[config.mk]
export PLATFORM = sky130hd
export DESIGN_NAME = vec_decode_top
export DESIGN_NICKNAME = d
export VERILOG_FILES = /design/src/design/vec_pkg.sv /design/src/design/vec_decode_if.sv /design/src/design/vec_decode_top.sv /design/src/design/vec_evl_calc.sv /design/src/design/vec_instr_decode.sv /design/src/design/vec_uop_seq.sv
export VERILOG_INCLUDE_DIRS = /design/src /design/src/design
export SDC_FILE = /design/constraint.sdc
export NUM_CORES = 1
export LEC_CHECK = 0
export ABC_AREA = 0
export BUFFER_PORTS_ARGS = -buffer_cell sky130_fd_sc_hd__buf_2
export CAP_MARGIN = 20
export CORE_ASPECT_RATIO = 0.75
export CORE_MARGIN = 2
export CORE_UTILIZATION = 55
export DETAILED_ROUTE_END_ITERATION = 6
export GPL_TIMING_DRIVEN = 1
export MAX_ROUTING_LAYER = met4
export PLACE_DENSITY = 0.89
export SLEW_MARGIN = 20
export SYNTH_ARGS = -nofsm -noshare
export SYNTH_HDL_FRONTEND = slang
export SYNTH_HIERARCHICAL = 1
export SYNTH_SLANG_ARGS = --single-unit
[constraint.sdc]
create_clock -name CLK -period 12 [get_ports CLK]
set_input_delay 1.2 -clock CLK [delete_from_list [all_inputs] [get_ports CLK]]
set_output_delay 1.2 -clock CLK [all_outputs]
set_load 0.005 [all_outputs]
[src/design/vec_defines.svh]
// Vector decode unit constants: register length, field widths and major opcodes
`ifndef VEC_DEFINES_SVH
`define VEC_DEFINES_SVH

// Vector register length in bits
`define VEC_VLEN 128

// vl and effective length, wide enough for VLEN/8 elements times eight registers
`define VEC_VL_W 8

// Largest register group that one instruction may span
`define VEC_MAX_UOPS 8

// Micro-op number and count, holds 0 to VEC_MAX_UOPS
`define VEC_UOP_W 4

// Major opcodes of the vector extension
`define VEC_OPC_LOAD 7'b0000111
`define VEC_OPC_STORE 7'b0100111
`define VEC_OPC_OPV 7'b1010111

`endif

[src/design/vec_pkg.sv]
// Vector decode types: field enums and the two views of an instruction word
`include "vec_defines.svh"

package vec_pkg;

    // Major opcode field values
    typedef enum logic [6:0] {
        OPC_LOAD  = `VEC_OPC_LOAD,
        OPC_STORE = `VEC_OPC_STORE,
        OPC_OPV   = `VEC_OPC_OPV
    } vec_opc_t;

    // Major opcode class after decode
    typedef enum logic [1:0] {MOC_LOAD, MOC_STORE, MOC_ALU_CFG, MOC_INVALID} vec_moc_t;

    // Arithmetic format, funct3 of the OP-V opcode
    typedef enum logic [2:0] {
        OPIVV, OPFVV, OPMVV, OPIVI, OPIVX, OPFVF, OPMVX, OPCFG
    } vec_funct3_t;

    // Memory addressing mode
    typedef enum logic [1:0] {MOP_UNIT, MOP_UINDEXED, MOP_STRIDED, MOP_OINDEXED} vec_mop_t;

    // Unit-stride sub-modes that change the access size
    typedef enum logic [4:0] {
        LUMOP_UNIT    = 5'b00000,
        LUMOP_FULLREG = 5'b01000,
        LUMOP_MASK    = 5'b01011
    } vec_lumop_t;

    // Memory element width field
    typedef enum logic [2:0] {
        WIDTH8  = 3'b000,
        WIDTH16 = 3'b101,
        WIDTH32 = 3'b110
    } vec_width_t;

    typedef enum logic [1:0] {SEW8, SEW16, SEW32} vec_sew_t;

    typedef enum logic [1:0] {NOT_CFG, VSETVLI, VSETIVLI, VSETVL} vec_vset_t;

    // Load/store layout, lumop_rs2 holds rs2 for strided accesses
    typedef struct packed {
        logic [2:0] nf;
        logic       mew;
        vec_mop_t   mop;
        logic       vm;
        logic [4:0] lumop_rs2;
        logic [4:0] rs1;
        vec_width_t width;
        logic [4:0] vd;
        vec_opc_t   opcode;
    } vec_mem_fmt_t;

    // Arithmetic and vset* layout
    typedef struct packed {
        logic [5:0]  funct6;
        logic        vm;
        logic [4:0]  vs2;
        logic [4:0]  vs1;
        vec_funct3_t funct3;
        logic [4:0]  vd;
        vec_opc_t    opcode;
    } vec_alu_fmt_t;

    typedef union packed {
        vec_mem_fmt_t mem;
        vec_alu_fmt_t alu;
    } vec_instr_u;

endpackage

[src/design/vec_decode_if.sv]
// Decoded instruction bundle shared by the decoder, length calculator and sequencer
`timescale 1ns/1ps
`include "vec_defines.svh"

interface vec_decode_if (
    input logic CLK,
    input logic nRST
);

    // Classification and vset* results
    vec_pkg::vec_moc_t  moc;
    logic               is_cfg;
    logic               illegal;
    vec_pkg::vec_vset_t vset_type;
    logic [10:0]        vtype_imm;
    logic               keep_vl;

    // Memory access shape
    logic             mem_rd;
    logic             mem_wr;
    logic             unit_stride;
    logic             strided;
    logic             indexed;
    logic             mask_ldst;
    logic             whole_reg;
    logic [2:0]       nf;
    vec_pkg::vec_sew_t eew_dest;

    // Register bases and operand selects
    logic [4:0] vd_base;
    logic [4:0] vs1_base;
    logic [4:0] vs2_base;
    logic       use_imm;
    logic       use_rs1;
    logic       use_rs2;
    logic       mask_en;
    logic       reg_wen;

    // Length results
    logic [`VEC_VL_W-1:0]  eff_vl;
    logic [`VEC_UOP_W-1:0] uop_count;

    modport decoder (
        input  CLK, nRST,
        output moc, is_cfg, illegal, vset_type, vtype_imm, keep_vl,
        output mem_rd, mem_wr, unit_stride, strided, indexed, mask_ldst, whole_reg, nf,
        output eew_dest, vd_base, vs1_base, vs2_base,
        output use_imm, use_rs1, use_rs2, mask_en, reg_wen
    );

    modport evl (
        input  CLK, nRST, is_cfg, illegal, mask_ldst, whole_reg, nf, eew_dest,
        output eff_vl, uop_count
    );

    modport seq (
        input CLK, nRST, moc, is_cfg, illegal, vset_type, vtype_imm, keep_vl,
        input mem_rd, mem_wr, unit_stride, strided, indexed, mask_ldst, whole_reg, nf,
        input eew_dest, vd_base, vs1_base, vs2_base,
        input use_imm, use_rs1, use_rs2, mask_en, reg_wen, eff_vl, uop_count
    );

endinterface

[src/design/vec_decode_top.sv]
// Vector decode unit top: decoder, length calculator and micro-op sequencer
`timescale 1ns/1ps
`include "vec_defines.svh"

module vec_decode_top (
    input  logic                  CLK,
    input  logic                  nRST,
    // Instruction side
    input  logic [31:0]           instr,
    input  logic                  instr_req,
    input  logic [`VEC_VL_W-1:0]  vl,
    input  vec_pkg::vec_sew_t     vsew,
    output logic                  instr_ack,
    output logic                  instr_illegal,
    output vec_pkg::vec_vset_t    cfg_type,
    output logic [10:0]           vtype_imm,
    output logic                  keep_vl,
    // Micro-op side
    output logic                  uop_req,
    input  logic                  uop_ack,
    output logic [`VEC_UOP_W-1:0] uop_num,
    output logic                  uop_last,
    output logic [`VEC_VL_W-1:0]  uop_vl,
    output logic [4:0]            uop_vd,
    output logic [4:0]            uop_vs1,
    output logic [4:0]            uop_vs2,
    output vec_pkg::vec_sew_t     uop_eew,
    output logic                  uop_mem_rd,
    output logic                  uop_mem_wr,
    output logic                  uop_strided,
    output logic                  uop_indexed,
    output logic                  uop_use_imm,
    output logic                  uop_use_rs1,
    output logic                  uop_use_rs2,
    output logic                  uop_mask_en,
    output logic                  uop_reg_wen
);

    vec_decode_if dec_if (.CLK(CLK), .nRST(nRST));

    // Configuration results go straight out while instr is held
    assign instr_illegal = dec_if.illegal;
    assign cfg_type      = dec_if.vset_type;
    assign vtype_imm     = dec_if.vtype_imm;
    assign keep_vl       = dec_if.keep_vl;

    vec_instr_decode u_decode (
        .instr (instr),
        .vsew  (vsew),
        .dec   (dec_if.decoder)
    );

    vec_evl_calc u_evl (
        .vl  (vl),
        .dec (dec_if.evl)
    );

    vec_uop_seq u_seq (
        .CLK         (CLK),
        .nRST        (nRST),
        .instr_req   (instr_req),
        .instr_ack   (instr_ack),
        .uop_req     (uop_req),
        .uop_ack     (uop_ack),
        .dec         (dec_if.seq),
        .uop_num     (uop_num),
        .uop_last    (uop_last),
        .uop_vl      (uop_vl),
        .uop_vd      (uop_vd),
        .uop_vs1     (uop_vs1),
        .uop_vs2     (uop_vs2),
        .uop_eew     (uop_eew),
        .uop_mem_rd  (uop_mem_rd),
        .uop_mem_wr  (uop_mem_wr),
        .uop_strided (uop_strided),
        .uop_indexed (uop_indexed),
        .uop_use_imm (uop_use_imm),
        .uop_use_rs1 (uop_use_rs1),
        .uop_use_rs2 (uop_use_rs2),
        .uop_mask_en (uop_mask_en),
        .uop_reg_wen (uop_reg_wen)
    );

endmodule

[src/design/vec_evl_calc.sv]
// Effective vector length and micro-op count for the decoded instruction
`timescale 1ns/1ps
`include "vec_defines.svh"

module vec_evl_calc (
    input logic [`VEC_VL_W-1:0] vl,
    vec_decode_if.evl           dec
);

    // log2 of the element count per register at EEW 8
    localparam int LOG_EPR8 = $clog2(`VEC_VLEN / 8);

    logic [`VEC_VL_W-1:0] elems_per_reg;
    logic [`VEC_VL_W-1:0] mask_evl;
    logic [`VEC_VL_W-1:0] whole_evl;
    logic [3:0]           nregs;
    logic [`VEC_VL_W:0]   evl_round;
    logic [`VEC_VL_W:0]   raw_count;

    assign elems_per_reg = (`VEC_VLEN / 8) >> dec.eew_dest;

    // One mask bit per element, rounded up to whole bytes
    assign mask_evl = (vl >> 3) + (|vl[2:0]);

    // nf+1 full registers at the memory EEW
    assign nregs     = {1'b0, dec.nf} + 4'd1;
    assign whole_evl = nregs * elems_per_reg;

    always_comb begin
        if (dec.mask_ldst)
            dec.eff_vl = mask_evl;
        else if (dec.whole_reg)
            dec.eff_vl = whole_evl;
        else
            dec.eff_vl = vl;
    end

    // ceil(evl / elems_per_reg), one extra bit so the rounding cannot wrap
    assign evl_round = {1'b0, dec.eff_vl} + {1'b0, elems_per_reg} - 1'b1;
    assign raw_count = evl_round >> (LOG_EPR8 - int'(dec.eew_dest));

    always_comb begin
        if (dec.is_cfg || dec.illegal)
            dec.uop_count = '0;
        else if (raw_count > `VEC_MAX_UOPS)
            dec.uop_count = `VEC_UOP_W'(`VEC_MAX_UOPS);
        else
            dec.uop_count = raw_count[`VEC_UOP_W-1:0];
    end

    // vl from the core never asks for more than one register group
    a_count_fits: assert property (@(posedge dec.CLK) disable iff (!dec.nRST)
        !(dec.is_cfg || dec.illegal) |-> (raw_count <= `VEC_MAX_UOPS));

endmodule

[src/design/vec_instr_decode.sv]
// Vector instruction decoder: opcode class, vset* fields, memory mode and operand selects
`timescale 1ns/1ps

module vec_instr_decode (
    input  logic [31:0]       instr,
    input  vec_pkg::vec_sew_t vsew,
    vec_decode_if.decoder     dec
);

    vec_pkg::vec_instr_u iw;
    logic                is_opv;
    logic                is_fp;
    logic                is_mem;
    vec_pkg::vec_sew_t   mem_eew;

    // Both layouts overlay the same word
    assign iw = instr;

    // Major opcode class
    always_comb begin
        case (iw.alu.opcode)
            vec_pkg::OPC_LOAD:  dec.moc = vec_pkg::MOC_LOAD;
            vec_pkg::OPC_STORE: dec.moc = vec_pkg::MOC_STORE;
            vec_pkg::OPC_OPV:   dec.moc = vec_pkg::MOC_ALU_CFG;
            default:            dec.moc = vec_pkg::MOC_INVALID;
        endcase
    end

    assign is_opv     = (dec.moc == vec_pkg::MOC_ALU_CFG);
    assign dec.mem_rd = (dec.moc == vec_pkg::MOC_LOAD);
    assign dec.mem_wr = (dec.moc == vec_pkg::MOC_STORE);
    assign is_mem     = dec.mem_rd || dec.mem_wr;
    assign dec.is_cfg = is_opv && (iw.alu.funct3 == vec_pkg::OPCFG);

    // No floating-point unit behind this decoder
    assign is_fp = is_opv && (iw.alu.funct3 == vec_pkg::OPFVV ||
                              iw.alu.funct3 == vec_pkg::OPFVF);
    assign dec.illegal = (dec.moc == vec_pkg::MOC_INVALID) || is_fp;

    // vset* form from bits 31:30, immediate taken from bits 30:20 or 29:20
    always_comb begin
        dec.vset_type = vec_pkg::NOT_CFG;
        dec.vtype_imm = '0;
        dec.keep_vl   = 1'b0;
        if (dec.is_cfg) begin
            casez (iw.alu.funct6[5:4])
                2'b0?: begin
                    dec.vset_type = vec_pkg::VSETVLI;
                    dec.vtype_imm = {iw.alu.funct6[4:0], iw.alu.vm, iw.alu.vs2};
                end
                2'b11: begin
                    dec.vset_type = vec_pkg::VSETIVLI;
                    dec.vtype_imm = {1'b0, iw.alu.funct6[3:0], iw.alu.vm, iw.alu.vs2};
                end
                default: dec.vset_type = vec_pkg::VSETVL;
            endcase
            // rs1 = x0 and rd = x0 keeps the current vl, not for the immediate form
            dec.keep_vl = (dec.vset_type != vec_pkg::VSETIVLI) &&
                          (iw.alu.vs1 == '0) && (iw.alu.vd == '0);
        end
    end

    // Addressing mode
    assign dec.unit_stride = is_mem && (iw.mem.mop == vec_pkg::MOP_UNIT);
    assign dec.strided     = is_mem && (iw.mem.mop == vec_pkg::MOP_STRIDED);
    assign dec.indexed     = is_mem && (iw.mem.mop == vec_pkg::MOP_UINDEXED ||
                                        iw.mem.mop == vec_pkg::MOP_OINDEXED);
    assign dec.mask_ldst   = dec.unit_stride && (iw.mem.lumop_rs2 == vec_pkg::LUMOP_MASK);
    assign dec.whole_reg   = dec.unit_stride && (iw.mem.lumop_rs2 == vec_pkg::LUMOP_FULLREG);
    assign dec.nf          = iw.mem.nf;

    always_comb begin
        case (iw.mem.width)
            vec_pkg::WIDTH8:  mem_eew = vec_pkg::SEW8;
            vec_pkg::WIDTH16: mem_eew = vec_pkg::SEW16;
            default:          mem_eew = vec_pkg::SEW32;
        endcase
    end

    // Indexed data follows vsew, the width field then sizes only the index
    always_comb begin
        dec.eew_dest = vsew;
        if (dec.mask_ldst)
            dec.eew_dest = vec_pkg::SEW8;
        else if (is_mem && !dec.indexed)
            dec.eew_dest = mem_eew;
    end

    // Register bases, a store reads its data from vs3 in the vd slot
    assign dec.vd_base  = iw.alu.vd;
    assign dec.vs1_base = dec.mem_wr ? iw.mem.vd : iw.alu.vs1;
    assign dec.vs2_base = iw.alu.vs2;

    // Operand selects
    assign dec.use_imm = is_opv && (iw.alu.funct3 == vec_pkg::OPIVI);
    assign dec.use_rs1 = is_mem || (is_opv && (iw.alu.funct3 == vec_pkg::OPIVX ||
                                               iw.alu.funct3 == vec_pkg::OPFVF ||
                                               iw.alu.funct3 == vec_pkg::OPMVX));
    // Stride or plain base, an index register takes the rs2 slot otherwise
    assign dec.use_rs2 = is_mem && !dec.indexed;
    assign dec.mask_en = !iw.alu.vm && !dec.is_cfg;
    assign dec.reg_wen = !dec.mem_wr && !dec.is_cfg;

    // Every word lands in exactly one class
    a_one_class: assert property (@(posedge dec.CLK) disable iff (!dec.nRST)
        $onehot({dec.is_cfg, dec.illegal, dec.mem_rd, dec.mem_wr,
                 (dec.moc == vec_pkg::MOC_ALU_CFG) && !dec.is_cfg && !dec.illegal}));

endmodule

[src/design/vec_uop_seq.sv]
// Micro-op sequencer: instruction and micro-op four-phase handshakes with issue counter
`timescale 1ns/1ps
`include "vec_defines.svh"

module vec_uop_seq (
    input  logic                  CLK,
    input  logic                  nRST,
    input  logic                  instr_req,
    output logic                  instr_ack,
    output logic                  uop_req,
    input  logic                  uop_ack,
    vec_decode_if.seq             dec,
    output logic [`VEC_UOP_W-1:0] uop_num,
    output logic                  uop_last,
    output logic [`VEC_VL_W-1:0]  uop_vl,
    output logic [4:0]            uop_vd,
    output logic [4:0]            uop_vs1,
    output logic [4:0]            uop_vs2,
    output vec_pkg::vec_sew_t     uop_eew,
    output logic                  uop_mem_rd,
    output logic                  uop_mem_wr,
    output logic                  uop_strided,
    output logic                  uop_indexed,
    output logic                  uop_use_imm,
    output logic                  uop_use_rs1,
    output logic                  uop_use_rs2,
    output logic                  uop_mask_en,
    output logic                  uop_reg_wen
);

    typedef enum logic [1:0] {IDLE, ISSUE, RELEASE, DONE} seq_state_t;

    seq_state_t            state, state_nxt;
    logic [`VEC_UOP_W-1:0] cnt, cnt_nxt;
    logic [`VEC_VL_W-1:0]  elems_per_reg;
    logic [`VEC_VL_W-1:0]  consumed;
    logic [`VEC_VL_W-1:0]  remaining;

    // ISSUE holds uop_req, DONE holds instr_ack
    assign uop_req   = (state == ISSUE);
    assign instr_ack = (state == DONE);

    always_comb begin
        state_nxt = state;
        cnt_nxt   = cnt;
        case (state)
            IDLE: begin
                if (instr_req) begin
                    cnt_nxt = '0;
                    // vset*, illegal and empty instructions answer at once
                    state_nxt = (dec.uop_count == '0) ? DONE : ISSUE;
                end
            end
            ISSUE: begin
                if (uop_ack)
                    state_nxt = RELEASE;
            end
            RELEASE: begin
                // Wait for the consumer to close the handshake
                if (!uop_ack) begin
                    if (uop_last) begin
                        state_nxt = DONE;
                    end else begin
                        cnt_nxt   = cnt + 1'b1;
                        state_nxt = ISSUE;
                    end
                end
            end
            default: begin
                if (!instr_req)
                    state_nxt = IDLE;
            end
        endcase
    end

    always_ff @(posedge CLK, negedge nRST) begin
        if (!nRST) begin
            state <= IDLE;
            cnt   <= '0;
        end else begin
            state <= state_nxt;
            cnt   <= cnt_nxt;
        end
    end

    // Element split, the last register takes whatever is left of evl
    assign elems_per_reg = (`VEC_VLEN / 8) >> dec.eew_dest;
    assign consumed      = `VEC_VL_W'(cnt) * elems_per_reg;
    assign remaining     = dec.eff_vl - consumed;

    assign uop_num  = cnt;
    assign uop_last = (cnt == dec.uop_count - 1'b1);
    assign uop_vl   = (remaining < elems_per_reg) ? remaining : elems_per_reg;

    // All three register fields step together
    assign uop_vd  = dec.vd_base + 5'(cnt);
    assign uop_vs1 = dec.vs1_base + 5'(cnt);
    assign uop_vs2 = dec.vs2_base + 5'(cnt);

    assign uop_eew     = dec.eew_dest;
    assign uop_mem_rd  = dec.mem_rd;
    assign uop_mem_wr  = dec.mem_wr;
    assign uop_strided = dec.strided;
    assign uop_indexed = dec.indexed;
    assign uop_use_imm = dec.use_imm;
    assign uop_use_rs1 = dec.use_rs1;
    assign uop_use_rs2 = dec.use_rs2;
    assign uop_mask_en = dec.mask_en;
    assign uop_reg_wen = dec.reg_wen;

    // Fields hold until the consumer has seen them
    a_uop_stable: assert property (@(posedge CLK) disable iff (!nRST)
        uop_req && !uop_ack |=> $stable({uop_num, uop_last, uop_vl, uop_vd, uop_vs1,
                                          uop_vs2, uop_eew, uop_mem_rd, uop_mem_wr,
                                          uop_strided, uop_indexed, uop_use_imm,
                                          uop_use_rs1, uop_use_rs2, uop_mask_en,
                                          uop_reg_wen}));

    a_ack_excl: assert property (@(posedge CLK) disable iff (!nRST)
        !(instr_ack && uop_req));

endmodule

== Word-level counts from Yosys, hierarchy flattened ==
Index checks and enable logic that the tools add are counted.

* Add/subtract/negate cells: 11
* $mul: 2
* $lt $le $gt $ge: 2
* Equality and inequality tests: 28
* Shifts and indexed selects: 2
* Muxes and demuxes: 27
* Bitwise operators: 1
* Reduce and logical (&&, ||, !) cells: 37

{| class="wikitable"
|+ Operators by type and width
! cell !! count
|-
| right shift 9 x 32 -> 9 bit || 1
|-
| 2-to-1 mux 8 bit || 3
|-
| one-hot mux 11 bit (2 select lines) || 1
|-
| 2-to-1 mux 2 bit || 10
|-
| 2-to-1 mux 4 bit || 5
|-
| multiplier 4 x 8 -> 8 bit || 2
|-
| adder 5 x 4 -> 5 bit || 3
|-
| == test 2 bit, second input constant || 7
|-
| logical AND 1 bit || 14
|-
| == test 3 bit, second input constant || 4
|-
| one-hot mux 2 bit (3 select lines) || 2
|-
| 2-to-1 mux 11 bit || 1
|-
| == test 5 x 4 -> 1 bit, second input constant || 2
|-
| zero test 5 bit || 2
|-
| adder 8 x 8 -> 9 bit || 1
|-
| > comparator 9 x 4 -> 1 bit, second input constant || 1
|-
| subtractor 9 x 1 -> 9 bit, second input constant || 1
|-
| logical OR 1 bit || 8
|-
| less-than comparator 8 bit || 1
|-
| inequality test 2 bit, second input constant || 4
|-
| one-hot mux 2 bit (2 select lines) || 2
|-
| one-hot mux 4 bit (2 select lines) || 1
|-
| AND reduction 4 bit || 2
|-
| right shift 5 x 2 -> 8 bit, first input constant || 1
|-
| other kinds (24) || 31
|}

* Register bits after elaboration: 6
* Bits of input ports: 46
* Output and inout port bits: 56
* Logic and storage cells: 112

== Longest topological paths before layout ==
Gate-level depths: netlist of run 1.

* Depth after elaboration: 24
* Mapped depth: 34
* Mapped depth without buffers: 32

== Hierarchy ==
Netlist of run 1, hierarchy kept.

{| class="wikitable"
|+ Modules (own cells, without submodules)
! module !! instances !! cells each !! area an instance (um^2) !! seq. area each (um^2)
|-
| vec_uop_seq || 1 || 218 || 1,855.5 || 150.1
|-
| vec_evl_calc || 1 || 210 || 1,567.8 || 0.0
|-
| vec_instr_decode || 1 || 78 || 566.8 || 0.0
|}

== Worst setup path before layout of run 1 ==
OpenSTA, ideal clock, no wires.

* Kind: input to output
* Start: in instr[4]
* End: out uop_last
* Data arrival time: 8.039 ns
* Required time: 10.800 ns
* Slack: 2.761 ns
* Cell stages on the path: 29
* Path buffers: 2
* Path through: or3_4 or4_4 a21oi_2 buf_2 inv_1 buf_2 ha_1 nand2_1 fa_1 inv_1 fa_1 ha_1 a21o_1 a21oi_1 xnor2_1 mux2i_1 or2_2 ha_1 or2_1 a211o_1 o21ai_0 nor4_2 mux4_2 nor3_1 inv_1 ha_1 xnor2_1 nor3_1 and2_1

* Cells in the longest elaborated chain, start to end: 21
* Elaborated cells on any way between the ends: 34
* Those cells by class: add/sub: 4; mul: 1; order compare: 1; eq/ne: 7; shift: 2; mux: 7; reduce/logical: 12

{| class="wikitable"
|+ RTL lines
! item !! RTL line !! RTL
|-
| start: declaration || vec_decode_top.sv:9 || <nowiki>input logic [31:0] instr,</nowiki>
|-
| == test 7 bit (tied with other cells) || vec_instr_decode.sv:21 || <nowiki>case (iw.alu.opcode)</nowiki>
|-
| one-hot mux 2 bit (3 select lines) (*) || vec_instr_decode.sv:21 ||
|-
| == test 2 x 1 -> 1 bit / zero test 2 bit (equally long branches) || vec_instr_decode.sv:31, vec_instr_decode.sv:30 ||
|-
| logical OR 1 bit (*) || vec_instr_decode.sv:32 || <nowiki>assign is_mem = dec.mem_rd || dec.mem_wr;</nowiki>
|-
| logical AND 1 bit || vec_instr_decode.sv:66 || <nowiki>assign dec.indexed = is_mem && (iw.mem.mop == vec_pkg::MOP_UINDEXED ||</nowiki>
|-
| zero test 1 bit || vec_instr_decode.sv:85 || <nowiki>else if (is_mem && !dec.indexed)</nowiki>
|-
| logical AND 1 bit || vec_instr_decode.sv:85 ||
|-
| 2-to-1 mux 2 bit || vec_instr_decode.sv:85 ||
|-
| [... 1 more ...] || - ||
|-
| named net dec_if.eew_dest[0] || vec_decode_if.sv:27 || <nowiki>vec_pkg::vec_sew_t eew_dest;</nowiki>
|-
| [... 5 more ...] || - ||
|-
| subtractor 9 x 1 -> 9 bit || vec_evl_calc.sv:39 || <nowiki>assign evl_round = {1'b0, dec.eff_vl} + {1'b0, elems_per_reg} - 1'b1;</nowiki>
|-
| right shift 9 x 32 -> 9 bit (*) || vec_evl_calc.sv:40 || <nowiki>assign raw_count = evl_round >> (LOG_EPR8 - int'(dec.eew_dest));</nowiki>
|-
| > comparator 9 x 4 -> 1 bit (no source line) || - ||
|-
| 2-to-1 mux 4 bit (*) || vec_evl_calc.sv:45 || <nowiki>else if (raw_count > `VEC_MAX_UOPS)</nowiki>
|-
| 2-to-1 mux 4 bit (*) || vec_evl_calc.sv:43 || <nowiki>if (dec.is_cfg || dec.illegal)</nowiki>
|-
| named net dec_if.uop_count[0] || vec_decode_if.sv:41 || <nowiki>logic [`VEC_UOP_W-1:0] uop_count;</nowiki>
|-
| subtractor 4 x 1 -> 4 bit (*) || vec_uop_seq.sv:92 || <nowiki>assign uop_last = (cnt == dec.uop_count - 1'b1);</nowiki>
|-
| == test 4 bit (*) || vec_uop_seq.sv:92 ||
|-
| end: declaration || vec_decode_top.sv:22 || <nowiki>output logic uop_last,</nowiki>
|}

The timed path passes the listed nets; every way through them passes the cells marked *.

== Worst setup path after layout of run 1 ==
* Start: in instr[27]
* End: out uop_last

* Elaborated cells on any way between the ends: 25
* Those cells by class: add/sub: 4; mul: 1; order compare: 1; eq/ne: 3; shift: 2; mux: 6; reduce/logical: 8

{| class="wikitable"
|+ RTL lines
! item !! RTL line !! RTL
|-
| zero test 2 bit (*) || vec_instr_decode.sv:64 || <nowiki>assign dec.unit_stride = is_mem && (iw.mem.mop == vec_pkg::MOP_UNIT);</nowiki>
|-
| logical AND 1 bit (*) || vec_instr_decode.sv:64 ||
|-
| logical AND 1 bit (*) || vec_instr_decode.sv:68 || <nowiki>assign dec.mask_ldst = dec.unit_stride && (iw.mem.lumop_rs2 == vec_pkg::LUMOP_MASK);</nowiki>
|-
| named net dec_if.mask_ldst || vec_decode_if.sv:24 || <nowiki>logic mask_ldst;</nowiki>
|-
| 2-to-1 mux 2 bit || vec_instr_decode.sv:83 || <nowiki>if (dec.mask_ldst)</nowiki>
|-
| right shift 5 x 2 -> 8 bit || vec_evl_calc.sv:20 || <nowiki>assign elems_per_reg = (`VEC_VLEN / 8) >> dec.eew_dest;</nowiki>
|-
| multiplier 4 x 8 -> 8 bit || vec_evl_calc.sv:27 || <nowiki>assign whole_evl = nregs * elems_per_reg;</nowiki>
|-
| 2-to-1 mux 8 bit || vec_evl_calc.sv:32 || <nowiki>else if (dec.whole_reg)</nowiki>
|-
| [... 1 more ...] || - ||
|-
| named net dec_if.eff_vl[4] || vec_decode_if.sv:40 || <nowiki>logic [`VEC_VL_W-1:0] eff_vl;</nowiki>
|-
| [... 1 more ...] || - ||
|-
| subtractor 9 x 1 -> 9 bit (*) || vec_evl_calc.sv:39 ||
|-
| right shift 9 x 32 -> 9 bit (*) || vec_evl_calc.sv:40 ||
|-
| > comparator 9 x 4 -> 1 bit (no source line) || - ||
|-
| 2-to-1 mux 4 bit (*) || vec_evl_calc.sv:45 ||
|-
| 2-to-1 mux 4 bit (*) || vec_evl_calc.sv:43 ||
|-
| named net dec_if.uop_count[0] || vec_decode_if.sv:41 ||
|-
| subtractor 4 x 1 -> 4 bit (*) || vec_uop_seq.sv:92 ||
|-
| == test 4 bit (*) || vec_uop_seq.sv:92 ||
|}

Marked as above.

==> reports/qor.txt, run 1 <==
Routed Wire Length = 10,500 um
Max-cap violations = 0
DR vias = 3,858
Area Growth Syn to Fin = 10.9%
Setup WS pre-CTS = 1.65 ns
GR peak layer = met2
Final setup vio count = 0
Critical hold path startpoint = u_seq/state[1]$_DFFE_PN0P_
Startpoint types = input pin
Area of the multi-input gates = 3310 sq um
Via/cell ratio = 5.75
Antenna violations before repair = 0
CTS HTree Levels = 1
Clk Latency, worst-skew pair = 0.23 ns
Clock transition at path regs = 0.04 ns
Starting Density = 57.7%
Hold Path Sink = u_seq/uop_num[1]$_DFFE_PN0P_
Clock Skew = 0.00637 ns
Hold path depth = 2
Total grt overflow = 0
Crit. End Element = primary output
CTS tree = yes
Post-detail-place hpwl = 8940 um
M1 GR Usage = 35.9%
Core Box Area = 6900 sq um
Residual DRC = 0
Max FO, Critical Path = 27
Standard-cell rows = 26
Pleak = 0.00235 uW
Fin. max-slew vios = 0
DR pass1 iterations = 6
Max_slew headroom = 40.1%
Post-CTS sizing = 0
Type of the worst min-delay path = flop to flop
Final Worst Setup Slack = 1.62 ns
Fraction of layout cells with a size suffix above 1 = 25.5%
Global-route wire length before repair = 17,200 um
Nets = 698
Achievable Freq = 96.3 MHz
Final Critical Period = 10.38 ns
Setup TNS = 0 ns
Sequential cell area = 150 sq um
Cells after Synth = 503
Number of global-route vias before repair = 3,796
Peak supply drop = 0.0000729 V
Final hold vios = 0
Status = finished clean
Wire length per cell = 15.7 um
Final non-filler cell total = 671
Mapped cell area = 3980 sq um
Top Ports = 102
RD Place Congestion = 0.997
Worst r2r path cells = 6
Port-buffer cells = 98
Drt first-iter violations = 247
Root buf cell = clkbuf_8
Die area = 7930 sq um
Reg2reg setup slack = 9.88 ns
Die W = 102 um
CP dominant cell by count = inv_1
Cts hold-fix bufs = 0
Setup bufs post-CTS = 0
# placed instances = 668
CTS Buffer Depth = 2
Antenna Nets Post-Route = 0
Crit-path slowest cell = nor4_4
Setup CP Type = input pin to primary output
Fill cell count = 580
Yosys warns = 6
Data required, critical path = 10.80 ns
TritonCTS buffer count = 3
Reg-to-reg endpoint = u_seq/uop_num[3]$_DFFE_PN0P_
CP arrival = 9.18 ns
PwrDens = 87.7 nW/um^2
Worst Tran Pin Value = 0.889 ns
Fin crit share = 86.5%
Met2 usage = 45.3%
Met3 Resource Use GR = 2.25%
Reg2reg start = u_seq/uop_num[2]$_DFFE_PN0P_
Die Y-Extent = 77.6 um
Max stage delay on crit path = 0.70 ns
Largest net degree at the start of global routing = 28
RSZ-0062 raised after global routing = false
ANT cells = 0
Sink Count = 6
Global Route Usage Sum = 27.2%
Mapped Avg Cell Area = 7.91 sq um
[placed cells by master (no fill, tap or decap), types with 14 or more instances in the layout]
cell type,n
inv_1,75
ha_1,62
and2_1,23
fa_1,15
xor2_1,14
nand2_1,30
buf_2,98
xnor2_1,22
nor2_1,29
a21oi_1,29
[metal layers]
| layer | wire length [um] | vias to the layer above |
|---|---|---|
| met1 | 4700 | 1824 |
| met3 | 617 | 22 |
| met4 | 199 | 0 |
| met5 | 0 | - |
| li1 | - | 1855 |
| met2 | 5010 | 157 |
[critical path: cells and delay by family]
family | cells | cell delay [ns]
compound gates | 6 | 0.80
fa+ha+maj | 7 | 2.87
simple gates | 9 | 3.09
buf+inv | 8 | 1.07
xor+xnor | 1 | 0.13
[stage by stage]
step / utilization, % / total power (uW) / hold WS (ns) / instance area, sq um
floorplan: - / 260 / 0.579 / 3990
global placement: 63.3 / 333 / 0.623 / 4370
detailed placement: 63.3 / 351 / 0.658 / 4370
CTS: 63.9 / 384 / 0.662 / 4410
global route: 64.0 / 425 / 0.704 / 4410
finish: 64.0 / 387 / 0.667 / 4410
[layout make-up]
class | count | area share [%]
well taps | 98 | 2.78
repair buffers | 100 | 11.5
flip-flops and latches | 6 | 3.40
multi-input cells | 389 | 75.0
clock buffers | 3 | 0.936
inverters | 75 | 6.38
[power breakdown]
part           internal [uW]  total, uW  switching [uW]
clock network           21.6       30.9            9.32
logic                    141        311             170
registers               26.9       45.4            18.5
[flip-flops by register name, indices dropped and copies added, names as in the netlist]
signal	cells
u_seq/state	2
u_seq/uop_num	4
[how the worst max path moves through the flow]
stage | start | end | slack [ns] | cells after the start
6_report | instr[27] | uop_last | 1.62 | 31
3_3_place_gp | instr[27] | uop_last | 1.92 | 31
5_1_grt | instr[27] | uop_last | 0.99 | 31
3_5_place_dp | instr[27] | uop_last | 1.65 | 31
4_1_cts | instr[27] | uop_last | 1.66 | 31
2_1_floorplan | instr[4] | uop_last | 2.76 | 29
No activity file was read; power rests on OpenSTA's default activity.
==> run 2, diff against run 1 <==
--- a/config.mk
+++ b/config.mk
@@ -7,7 +7,7 @@
 export NUM_CORES = 1
 export LEC_CHECK = 0
 export ABC_AREA = 0
-export BUFFER_PORTS_ARGS = -buffer_cell sky130_fd_sc_hd__buf_2
+export BUFFER_PORTS_ARGS = -buffer_cell sky130_fd_sc_hd__buf_4
 export CAP_MARGIN = 20
 export CORE_ASPECT_RATIO = 0.75
 export CORE_MARGIN = 2
==> reports/qor.txt, run 2 (synthesis gave the netlist of run 1 again) <==
Logic pwr share = 81.3% (was 80.3%)
DR pass1 iterations = 5 (was 6)
Top Ports = 102 (unchanged)
Data required, critical path = 10.80 ns (about the same)
# placed instances = 668 (unchanged)
Fin. max-slew vios = 0 (unchanged)
Number of global-route vias before repair = 3,653 (was 3,796)
RD Place Congestion = 0.976 (was 0.997)
Nets = 698 (unchanged)
CP startpoint = instr[27] (unchanged)
Final hold vios = 0 (unchanged)
Clock Skew = 0.000671 ns (was 0.00637 ns)
Routed Wire Length = 10,700 um (was 10,500 um)
RSZ-0062 raised after global routing = false (unchanged)
TritonCTS buffer count = 3 (unchanged)
Fill cell count = 555 (was 580)
Antenna violations before repair = 0 (unchanged)
Largest net degree at the start of global routing = 28 (unchanged)
Max reg flops = 4 (unchanged)
Standard-cell rows = 26 (unchanged)
Global Route Usage Sum = 27.3% (was 27.2%)
Post-detail-place hpwl = 9160 um (was 8940 um)
Clk pwr share = 7.2% (was 8.0%)
Root buf cell = clkbuf_8 (unchanged)
Switching part of the total = 48.7% (was 51.0%)
Post-CTS sizing = 0 (unchanged)
Max stage delay on crit path = 0.74 ns (was 0.70 ns)
Clk Latency, worst-skew pair = 0.22 ns (was 0.23 ns)
Port-buffer cells = 98 (unchanged)
Sink Count = 6 (unchanged)
Reg2reg setup slack = 9.78 ns (was 9.88 ns)
Total grt overflow = 0 (unchanged)
Crit. End Element = primary output (unchanged)
Starting Density = 57.7% (unchanged)
CTS HTree Levels = 1 (unchanged)
Final Critical Period = 10.51 ns (was 10.38 ns)
Fin crit share = 87.6% (was 86.5%)
Peak supply drop = 0.0000563 V (was 0.0000729 V)
Antenna Nets Post-Route = 0 (unchanged)
CP Capture Point = uop_last (unchanged)
Die Y-Extent = 77.6 um (unchanged)
Commonest non-fill, non-tap cell in the layout = buf_4 (was buf_2)
Via/cell ratio = 5.70 (was 5.75)
Core Box Area = 6900 sq um (unchanged)
Fraction of layout cells with a size suffix above 1 = 25.5% (unchanged)
Drt first-iter violations = 233 (was 247)
Worst Tran Pin Value = 0.932 ns (was 0.889 ns)
Max FO, Critical Path = 27 (unchanged)
Final non-filler cell total = 671 (unchanged)
Final setup vio count = 0 (unchanged)
Global-route wire length before repair = 17,300 um (was 17,200 um)
Residual DRC = 0 (unchanged)
Pint = 209 uW (was 190 uW)
Cts hold-fix bufs = 0 (unchanged)
Die area = 7930 sq um (unchanged)
Pleak = 0.00241 uW (was 0.00235 uW)
Setup WS pre-CTS = 1.56 ns (was 1.65 ns)
Status = finished clean (unchanged)
CP arrival = 9.31 ns (was 9.18 ns)
WHS = 0.695 ns (was 0.667 ns)
CP dominant cell by count = inv_1 (unchanged)
Worst r2r path cells = 6 (unchanged)
CTS tree = yes (unchanged)
CTS Buffer Depth = 2 (unchanged)
ANT cells = 0 (unchanged)
Die W = 102 um (unchanged)
Setup bufs post-CTS = 0 (unchanged)
Commonest non-fill, non-tap cells in the layout = buf_4, inv_1, ha_1 (was buf_2, inv_1, ha_1)
Seq pwr share = 11.4% (was 11.7%)
PwrDens = 87.6 nW/um^2 (was 87.7 nW/um^2)
DR vias = 3,823 (was 3,858)
Wire length per cell = 15.9 um (was 15.7 um)
Final Worst Setup Slack = 1.49 ns (was 1.62 ns)
Setup CP Type = input pin to primary output (unchanged)
Startpoint types = input pin (unchanged)
Reg-to-reg endpoint = u_seq/uop_num[3]$_DFFE_PN0P_ (unchanged)
Setup TNS = 0 ns (unchanged)
Reg2reg start = u_seq/uop_num[2]$_DFFE_PN0P_ (unchanged)
Type of the worst min-delay path = flop to flop (unchanged)
Achievable Freq = 95.1 MHz (was 96.3 MHz)
Sw power = 199 uW (was 198 uW)
Max_slew headroom = 37.2% (was 40.1%)
Crit-path slowest cell = nor4_4 (unchanged)
Power Total = 408 uW (was 387 uW)
Clock transition at path regs = 0.03 ns (was 0.04 ns)
Max-cap violations = 0 (unchanged)
Area Growth Syn to Fin = 17.1% (was 10.9%)
## run 2: changes by cell type in the layout (fill, tap and decap cells not counted)
cell   change
buf_2     -98
buf_4     +98
## run 2: final cells by class
type / instances / area (sq um) / area share (%)
inverters: 75 / 282 / 6.05
flip-flops and latches: 6 / 150 / 3.22
clock buffers: 3 / 41.3 / 0.887
well taps: 98 / 123 / 2.63
repair buffers: 100 / 751 / 16.1
multi-input cells: 389 / 3310 / 71.1
## run 2: worst min-delay path by stage
stage	from	end	slack [ns]	cells past startpoint
after floorplan	u_seq/state[1]$_DFFE_PN0P_	u_seq/uop_num[1]$_DFFE_PN0P_	0.58	2
after global placement	u_seq/state[1]$_DFFE_PN0P_	u_seq/uop_num[1]$_DFFE_PN0P_	0.61	2
after detailed placement	u_seq/state[1]$_DFFE_PN0P_	u_seq/uop_num[1]$_DFFE_PN0P_	0.67	2
after CTS	u_seq/state[1]$_DFFE_PN0P_	u_seq/uop_num[1]$_DFFE_PN0P_	0.68	2
after global routing	u_seq/state[1]$_DFFE_PN0P_	u_seq/uop_num[0]$_DFFE_PN0P_	0.73	2
final	u_seq/state[1]$_DFFE_PN0P_	u_seq/uop_num[1]$_DFFE_PN0P_	0.69	2
## run 2: worst max-delay path: cells and delay by family
family / cells / cell delay, ns
xor+xnor: 1 / 0.13
compound gates: 6 / 0.81
simple gates: 9 / 3.24
fa+ha+maj: 7 / 2.85
buf+inv: 8 / 1.06
## run 2: power groups by stage
| stage | Combinational [uW] | Sequential [uW] | Clock (uW) |
|---|---|---|---|
| floorplan | 220 | 39.6 | 0 |
| global placement | 314 | 44.1 | 0 |
| detailed placement | 329 | 46.3 | 0 |
| CTS | 330 | 46.1 | 29.9 |
| global route | 365 | 47.8 | 31.5 |
| finish | 332 | 46.6 | 29.5 |
## run 2: through the flow
step | instance area (sq um) | utilization [%]
final | 4660 | 67.5
after global placement | 4610 | 66.9
after CTS | 4650 | 67.5
after global routing | 4660 | 67.5
after floorplan | 3990 | -
after detailed placement | 4610 | 66.9
## run 2: routing by layer
layer  part of all wire [%]  GRT usage (%)  vias up
met3                    7.0           3.06       14
met5                      0              -        -
li1                       -              -     1846
met4                   0.80           4.00        0
met1                     44           37.5     1805
met2                     48           44.3      158
